`src/hdl/dpa_pkg.sv`:
```
package dpa_pkg;

    // memory ports
    localparam int IM_ADDR_W = 20;
    localparam int IM_DATA_W = 24;
    localparam int CR_ADDR_W = 9;
    localparam int GLYPH_W   = 13;   // pixels per glyph row, also ROM word

    typedef logic [IM_DATA_W-1:0] pixel_t;
    typedef logic [IM_ADDR_W-1:0] im_addr_t;

    // character ROM layout, digits 0..9 then the colon
    localparam int GLYPH_ROWS     = 24;
    localparam int GLYPH_COLON    = 10;
    localparam int CHARS_PER_TIME = 8;    // hh:mm:ss

    // frame buffer geometry
    localparam int FB_WIDTH = 256;
    localparam int TIME_ROW = 8;
    localparam int TIME_COL = 8;

    // short second so that simulation stays practical
    localparam int CYCLES_PER_SECOND = 4000;
    localparam int HEADER_WORDS      = 2;

    localparam pixel_t PIXEL_ON  = '1;
    localparam pixel_t PIXEL_OFF = '0;

    // counter widths
    localparam int HDR_CNT_W   = $clog2(HEADER_WORDS + 1);
    localparam int TICK_CNT_W  = $clog2(CYCLES_PER_SECOND);
    localparam int GLYPH_IDX_W = $clog2(GLYPH_COLON + 1);
    localparam int CHAR_CNT_W  = $clog2(CHARS_PER_TIME);
    localparam int ROW_CNT_W   = $clog2(GLYPH_ROWS);
    localparam int BIT_CNT_W   = $clog2(GLYPH_W);

    typedef struct packed {
        logic [7:0] hour;
        logic [7:0] minute;
        logic [7:0] second;
    } time_t;

    // word 1 of the header, base address in the low bits
    typedef struct packed {
        logic [IM_DATA_W-IM_ADDR_W-1:0] pad;
        im_addr_t                       addr;
    } header_addr_t;

    // one header word, read as a time (word 0) or as an address (word 1)
    typedef union packed {
        time_t        tm;
        header_addr_t ad;
    } header_word_u;

endpackage

```
`src/hdl/header_decode.sv`:
```
`timescale 1ns/100ps

module header_decode
    import dpa_pkg::*;
(
    input  logic     clk,
    input  logic     reset,
    input  pixel_t   im_q,
    output im_addr_t hdr_a,
    output logic     hdr_wen,
    output logic     header_done,
    output time_t    init_time,
    output im_addr_t fb_base
);

    logic [HDR_CNT_W-1:0] fetch_cnt;   // next header address
    logic [HDR_CNT_W-1:0] rd_idx;      // address of the word now on im_q
    logic                 rd_valid;
    header_word_u         hdr_word;

    assign hdr_word = im_q;
    assign hdr_a    = im_addr_t'(fetch_cnt);
    assign hdr_wen  = 1'b1;   // header port only ever reads

    always_ff @(posedge clk or posedge reset) begin
        if (reset) begin
            fetch_cnt   <= '0;
            rd_idx      <= '0;
            rd_valid    <= 1'b0;
            header_done <= 1'b0;
        end else begin
            if (fetch_cnt != HDR_CNT_W'(HEADER_WORDS)) begin
                fetch_cnt <= fetch_cnt + 1'b1;
            end
            // memory answers one cycle after the address
            rd_valid <= (fetch_cnt != HDR_CNT_W'(HEADER_WORDS));
            rd_idx   <= fetch_cnt;
            if (rd_valid && rd_idx == HDR_CNT_W'(HEADER_WORDS - 1)) begin
                header_done <= 1'b1;
            end
        end
    end

    always_ff @(posedge clk) begin
        if (rd_valid) begin
            if (rd_idx == '0) begin
                init_time <= hdr_word.tm;
            end else if (rd_idx == HDR_CNT_W'(1)) begin
                fb_base <= hdr_word.ad.addr;
            end
        end
    end

endmodule

```
`src/hdl/time_keeper.sv`:
```
`timescale 1ns/100ps

module time_keeper
    import dpa_pkg::*;
(
    input  logic  clk,
    input  logic  reset,
    input  logic  header_done,
    input  time_t init_time,
    output logic  sec_tick,
    output time_t cur_time
);

    logic                  header_done_d;
    logic                  load;
    logic [TICK_CNT_W-1:0] tick_cnt;   // cycles since the last second
    time_t                 time_r;
    time_t                 time_next;

    assign load = header_done & ~header_done_d;

    // start time shows through in the load cycle so the first frame sees it
    assign cur_time = load ? init_time : time_r;

    always_comb begin
        time_next = time_r;
        if (time_r.second == 8'd59) begin
            time_next.second = 8'd0;
            if (time_r.minute == 8'd59) begin
                time_next.minute = 8'd0;
                if (time_r.hour == 8'd23) begin
                    time_next.hour = 8'd0;   // midnight
                end else begin
                    time_next.hour = time_r.hour + 8'd1;
                end
            end else begin
                time_next.minute = time_r.minute + 8'd1;
            end
        end else begin
            time_next.second = time_r.second + 8'd1;
        end
    end

    always_ff @(posedge clk or posedge reset) begin
        if (reset) begin
            header_done_d <= 1'b0;
            tick_cnt      <= '0;
            sec_tick      <= 1'b0;
            time_r        <= '0;
        end else begin
            header_done_d <= header_done;
            sec_tick      <= 1'b0;
            if (load) begin
                time_r <= init_time;
            end
            if (header_done) begin
                if (tick_cnt == TICK_CNT_W'(CYCLES_PER_SECOND - 1)) begin
                    tick_cnt <= '0;
                    sec_tick <= 1'b1;
                    time_r   <= time_next;   // visible together with the pulse
                end else begin
                    tick_cnt <= tick_cnt + 1'b1;
                end
            end
        end
    end

    // header start time must be legal, the wrap logic keeps it so
    a_sec_min_range: assert property (
        @(posedge clk) disable iff (reset)
        header_done |-> cur_time.second < 8'd60 && cur_time.minute < 8'd60
    ) else $error("second or minute out of range");

    a_hour_range: assert property (
        @(posedge clk) disable iff (reset)
        header_done |-> cur_time.hour < 8'd24
    ) else $error("hour out of range");

endmodule

```
`src/hdl/glyph_render.sv`:
```
`timescale 1ns/100ps

module glyph_render
    import dpa_pkg::*;
(
    input  logic                 clk,
    input  logic                 reset,
    input  logic                 header_done,
    input  logic                 sec_tick,
    input  time_t                cur_time,
    input  im_addr_t             fb_base,
    output logic [CR_ADDR_W-1:0] cr_a,
    input  logic [GLYPH_W-1:0]   cr_q,
    output im_addr_t             pix_a,
    output pixel_t               pix_d,
    output logic                 pix_wen
);

    logic                   header_done_d;
    logic                   start;
    logic                   busy;
    logic                   wr_phase;   // low for the ROM read cycle of a row
    logic [CHAR_CNT_W-1:0]  char_idx;
    logic [ROW_CNT_W-1:0]   row_idx;
    logic [BIT_CNT_W-1:0]   bit_idx;
    logic                   bit_last;
    logic                   row_last;
    logic                   char_last;
    logic [GLYPH_IDX_W-1:0] glyph_of [CHARS_PER_TIME];
    im_addr_t               win_line;
    im_addr_t               win_col;

    assign start     = (header_done & ~header_done_d) | sec_tick;
    assign bit_last  = (bit_idx == BIT_CNT_W'(GLYPH_W - 1));
    assign row_last  = (row_idx == ROW_CNT_W'(GLYPH_ROWS - 1));
    assign char_last = (char_idx == CHAR_CNT_W'(CHARS_PER_TIME - 1));

    always_ff @(posedge clk or posedge reset) begin
        if (reset) begin
            header_done_d <= 1'b0;
            busy          <= 1'b0;
            wr_phase      <= 1'b0;
            char_idx      <= '0;
            row_idx       <= '0;
            bit_idx       <= '0;
        end else begin
            header_done_d <= header_done;
            if (start) begin
                busy     <= 1'b1;
                wr_phase <= 1'b0;
                char_idx <= '0;
                row_idx  <= '0;
                bit_idx  <= '0;
            end else if (busy) begin
                if (!wr_phase) begin
                    wr_phase <= 1'b1;
                    bit_idx  <= '0;
                end else if (bit_last) begin
                    wr_phase <= 1'b0;
                    bit_idx  <= '0;
                    if (row_last) begin
                        row_idx <= '0;
                        if (char_last) begin
                            busy <= 1'b0;   // frame done
                        end else begin
                            char_idx <= char_idx + 1'b1;
                        end
                    end else begin
                        row_idx <= row_idx + 1'b1;
                    end
                end else begin
                    bit_idx <= bit_idx + 1'b1;
                end
            end
        end
    end

    // snapshot of the time as glyph indices, hh:mm:ss
    always_ff @(posedge clk) begin
        if (start) begin
            glyph_of[0] <= GLYPH_IDX_W'(cur_time.hour / 8'd10);
            glyph_of[1] <= GLYPH_IDX_W'(cur_time.hour % 8'd10);
            glyph_of[2] <= GLYPH_IDX_W'(GLYPH_COLON);
            glyph_of[3] <= GLYPH_IDX_W'(cur_time.minute / 8'd10);
            glyph_of[4] <= GLYPH_IDX_W'(cur_time.minute % 8'd10);
            glyph_of[5] <= GLYPH_IDX_W'(GLYPH_COLON);
            glyph_of[6] <= GLYPH_IDX_W'(cur_time.second / 8'd10);
            glyph_of[7] <= GLYPH_IDX_W'(cur_time.second % 8'd10);
        end
    end

    // held for the whole row, so cr_q stays valid through the writes
    assign cr_a = CR_ADDR_W'(glyph_of[char_idx]) * CR_ADDR_W'(GLYPH_ROWS)
                + CR_ADDR_W'(row_idx);

    assign win_line = im_addr_t'(TIME_ROW) + im_addr_t'(row_idx);
    assign win_col  = im_addr_t'(TIME_COL) + im_addr_t'(char_idx) * im_addr_t'(GLYPH_W)
                    + im_addr_t'(bit_idx);

    assign pix_a   = fb_base + win_line * im_addr_t'(FB_WIDTH) + win_col;
    assign pix_d   = cr_q[GLYPH_W - 1 - bit_idx] ? PIXEL_ON : PIXEL_OFF;   // msb leftmost
    assign pix_wen = ~(busy & wr_phase);

    // a frame must finish well inside one second
    a_no_tick_in_frame: assert property (
        @(posedge clk) disable iff (reset)
        sec_tick |-> !busy
    ) else $error("second tick during a frame");

endmodule

```
`src/hdl/dpa_top.sv`:
```
`timescale 1ns/100ps

module dpa_top
    import dpa_pkg::*;
(
    input  logic                 clk,
    input  logic                 reset,
    output im_addr_t             im_a,
    input  pixel_t               im_q,
    output pixel_t               im_d,
    output logic                 im_wen,
    output logic [CR_ADDR_W-1:0] cr_a,
    input  logic [GLYPH_W-1:0]   cr_q
);

    im_addr_t hdr_a;
    logic     hdr_wen;
    logic     header_done;
    time_t    init_time;
    im_addr_t fb_base;
    logic     sec_tick;
    time_t    cur_time;
    im_addr_t pix_a;
    pixel_t   pix_d;
    logic     pix_wen;

    header_decode decode_i (
        .clk         (clk),
        .reset       (reset),
        .im_q        (im_q),
        .hdr_a       (hdr_a),
        .hdr_wen     (hdr_wen),
        .header_done (header_done),
        .init_time   (init_time),
        .fb_base     (fb_base)
    );

    time_keeper keeper_i (
        .clk         (clk),
        .reset       (reset),
        .header_done (header_done),
        .init_time   (init_time),
        .sec_tick    (sec_tick),
        .cur_time    (cur_time)
    );

    glyph_render render_i (
        .clk         (clk),
        .reset       (reset),
        .header_done (header_done),
        .sec_tick    (sec_tick),
        .cur_time    (cur_time),
        .fb_base     (fb_base),
        .cr_a        (cr_a),
        .cr_q        (cr_q),
        .pix_a       (pix_a),
        .pix_d       (pix_d),
        .pix_wen     (pix_wen)
    );

    // header fetch owns the image port until the header is in
    assign im_a   = header_done ? pix_a : hdr_a;
    assign im_d   = header_done ? pix_d : PIXEL_OFF;
    assign im_wen = header_done ? pix_wen : hdr_wen;

endmodule

```
`config.mk`:
```
export PLATFORM = sky130hd
export DESIGN_NAME = dpa_top
export DESIGN_NICKNAME = d
export VERILOG_FILES = /design/src/hdl/dpa_pkg.sv /design/src/hdl/header_decode.sv /design/src/hdl/time_keeper.sv /design/src/hdl/glyph_render.sv /design/src/hdl/dpa_top.sv
export SDC_FILE = /design/constraint.sdc
export NUM_CORES = 1
export LEC_CHECK = 0
export BUFFER_PORTS_ARGS = -buffer_cell sky130_fd_sc_hd__buf_2
export CORE_MARGIN = 4
export CORE_UTILIZATION = 51
export DETAILED_ROUTE_END_ITERATION = 12
export GPL_TIMING_DRIVEN = 0
export MAX_ROUTING_LAYER = met4
export PLACE_DENSITY_LB_ADDON = 0.08
export SLEW_MARGIN = 10
export SYNTH_ARGS = -nofsm -noshare
export SYNTH_HDL_FRONTEND = slang
export SYNTH_HIERARCHICAL = 1
export SYNTH_SLANG_ARGS = --single-unit
```
`constraint.sdc`:
```
create_clock -name clk -period 4.4 [get_ports clk]
set_clock_uncertainty 0.15 [all_clocks]
set_input_delay 0.22 -clock clk [delete_from_list [all_inputs] [get_ports clk]]
set_output_delay 0.22 -clock clk [all_outputs]
set_load 0.02 [all_outputs]
```
==> results.cfg <==
[cells_and_area]
fillCellCount = 1530
drive_gt1_share_pct = 27.64
nets = 1242
area_delta_synth_final_pct = 21.96
postLayoutCellArea_sq_mm = 0.01158

[synthesis]
yosys_warnings = 6
yosysSeqAreaShare_pct = 37.04
synth_most_common_cell = nor2_1
yosysUniqueCellTypes = 91
synthTopCellsByCount = 80 x nor2_1, 68 x edfxtp_1, 65 x nand2_1, 61 x a21oi_1, 59 x dfrtp_1
ys_async_sr_fraction_pct = 46.46
synth_area_per_cell_sq_um = 9.731
synth_top_area_share_pct = 21.50
synth-seq-cells = 127
synth_top_area_cell = edfxtp_1
synth_edf_count = 68
synth-main-ff-cell = edfxtp_1
netlist_instances = 976
syn_area_sq_mm = 0.009498
synth.top_cells.by_area = edfxtp_1 21%, dfrtp_1 16%, ha_1 7.0%, buf_4 3.8%, mux2_2 3.8%

[power_and_ir_drop]
p_sw_share_pct = 19.60
leakage_nw = 4.977
p_int_mw = 2.397
peakVddDrop_uv = 272.6
pwr-share-seq_pct = 42.0
clockPowerShare_pct = 53.9
pwr-share-comb_pct = 4.2
powerDensity_mw_per_mm2 = 257.4
power.switching_uw = 584.4

[floorplan]
die_h_microns = 144.5
die_area_sq_mm = 0.02087
pin_count = 93
rows = 49
initial_core_util_pct = 52.34
coreArea_sq_mm = 0.01815
die_x_microns = 144.5

[clock_tree]
cts-root-buf = clkbuf_16
cts_buffers = 17
clock_sinks = 127
clk_path_buf_depth = 2
clkTransAtPathRegs_ps = 60
cts_tree = done
clock_latency_ps = 420
htree_levels = 4

[grt]
grt_overflow_total = 0
grtUsageTotal_pct = 21.67
grt_first_pass_wirelength_microns = 34600
antenna_found_initial = 1
grt_max_degree = 27
grt_pass1_vias = 6994

[routing]
drt_first_pass_iters = 5
wl_microns = 21590
vias = 7505
detail-route-antenna-nets = 0
wire_per_inst_microns = 15.60
via_per_inst = 5.423
drtIter0Drc = 352
drc = 0

[sta]
layout_min_cycle_time_ps = 4768
timing.fmax_ghz = 0.2097
slew_headroom_pct = 37.40
drv_slew = 0
worstMarginPinSlew_ps = 939.0
whs_ps = 165.3
setup_tns_ps = -2180
period_share_pct = 108.4
setup_slack_ps = -367.7
rsz0062_at_grt = true
hold_violations = 0
setup_viol = 11

[place]
pre_cts_ws_ps = -444.6
hpwl_microns = 15850
place_congestion = 0.8707
post_dp_cell_area_sq_mm = 0.01041
portBuffers = 92

[setup_path]
worst-endpoint-arrival_ps = 4400
cp_max_fo = 4
path_class = reg -> out
endpoint_kind = primary output
crit_required_ps = 4030
cp-start-kind = flop

[run_status]
status = finished with violations
violations = negative setup slack

[min_path]
hp-class = in -> async

[job]
cap_violations = 0
==> repair_timing <==
item	CTS	global route
resized for setup	37	21
pin swaps	14	13
buffers inserted	5	3
endpoints found under the hold margin	103	0
hold buffers	25	0
setup endpoints to repair	14	14
==> power by group through the flow <==
stage	combinational, mW	clock (mW)	sequential, mW
2_1_floorplan	0.0661	0	1.27
3_3_place_gp	0.105	0	1.27
3_5_place_dp	0.107	0	1.27
4_1_cts	0.125	1.63	1.25
5_1_grt	0.136	1.70	1.25
6_report	0.124	1.61	1.25
==> worst max-delay path, stage by stage, from the launching register on <==
cell      delay (ps)
dfrtp_1          430
buf_12           150
inv_4             40
fa_1             430
fa_1             530
fa_1             450
fa_2             370
nor2b_2          130
o21ai_2           60
a21bo_2          240
a21oi_4          210
a221oi_4         120
nand2b_4         150
a311o_1          260
mux2_4           260
buf_6            130
==> metrics by stage <==
step           total power, mW  cells  utilization [%]
2_1_floorplan            1.341    993                -
3_3_place_gp             1.380   1314            56.88
3_5_place_dp             1.382   1319            57.38
4_1_cts                  3.009   1380            63.38
5_1_grt                  3.083   1384            63.83
6_report                 2.981   1384            63.83
==> logic make-up after synthesis <==
logic type / Yosys count / synth area share, %
multiplexers: 64 / 8.457
adder cells (fa/ha/maj): 65 / 9.208
XOR/XNOR: 56 / 5.243
buffers and inverters: 140 / 8.602
other: 2 / 0.07907
AND/OR/NAND/NOR: 328 / 17.86
AO/OA/AOI/OAI: 194 / 13.50
flip-flops: 127 / 37.04
==> final timing paths <==
check / start / end / slack, ps / cells past startpoint
max: render_i/char_idx[0] / im_a[18] / -370 / 15
min: reset / decode_i/rd_valid / 170 / 3
max reg2reg: decode_i/header_done / render_i/glyph_of[4][1] / 610 / 13
min reg2reg: keeper_i/tick_cnt[11] / keeper_i/tick_cnt[11] / 340 / 1
max in group asynchronous: reset / render_i/char_idx[1] / 3310 / 3
min in group clk: keeper_i/tick_cnt[11] / keeper_i/tick_cnt[11] / 340 / 1
==> metal layers <==
layer,routed length (microns),share of wire (%),global-route usage [%],up-vias
li1,-,-,-,3757
met1,9891,46,28.08,3549
met2,10410,48,35.43,181
met3,1068,4.9,4.134,18
met4,218,1.0,5.155,0
met5,0,0,-,-
==> layout by cell type (no fill, tap or decap), types with 8 or more instances in the layout <==
master	Yosys	final
dfrtp_1	59	58
nand4_1	13	13
nand2_1	65	64
o21ai_0	42	37
inv_1	43	38
edfxtp_1	68	68
buf_6	8	20
conb_1	2	19
fa_1	9	8
nand2b_1	16	15
xnor2_1	39	39
xor2_1	16	16
nor3_1	23	23
clkbuf_16	0	17
nor2b_1	19	17
o21ai_1	7	9
a21o_1	9	9
buf_4	48	57
dlygate4sd3_1	0	25
mux2_2	32	31
clkbuf_1	17	15
mux2i_1	12	12
mux2_4	17	18
nand3_1	32	32
a21oi_1	61	55
buf_2	18	98
and2_1	31	30
nor2_1	80	80
ha_1	53	52
==> layout make-up <==
cell class / count / area, sq um / share of cell area, %
antenna: 1 / 2.502 / 0.02160
buffer: 94 / 660.6 / 5.703
clock buffer: 18 / 439.2 / 3.791
clock inverter: 14 / 237.7 / 2.052
inverter: 45 / 172.7 / 1.491
multi-input combinational: 726 / 5344 / 46.13
sequential: 127 / 3520 / 30.38
tap: 229 / 286.5 / 2.474
timing repair buffer: 130 / 920.9 / 7.950
==> sequential cells by signal (all words and copies together) (netlist names) <==
register	count
render_i/header_done_d	1
decode_i/header_done	1
decode_i/fetch_cnt	2
decode_i/init_time	24
render_i/bit_idx	4
keeper_i/sec_tick	1
render_i/char_idx	3
decode_i/rd_idx	2
render_i/busy	1
render_i/row_idx	5
keeper_i/tick_cnt	12
decode_i/rd_valid	1
render_i/glyph_of	24
keeper_i/time_r	24
keeper_i/header_done_d	1
render_i/wr_phase	1
decode_i/fb_base	20
(Power assumes the default switching activity.)
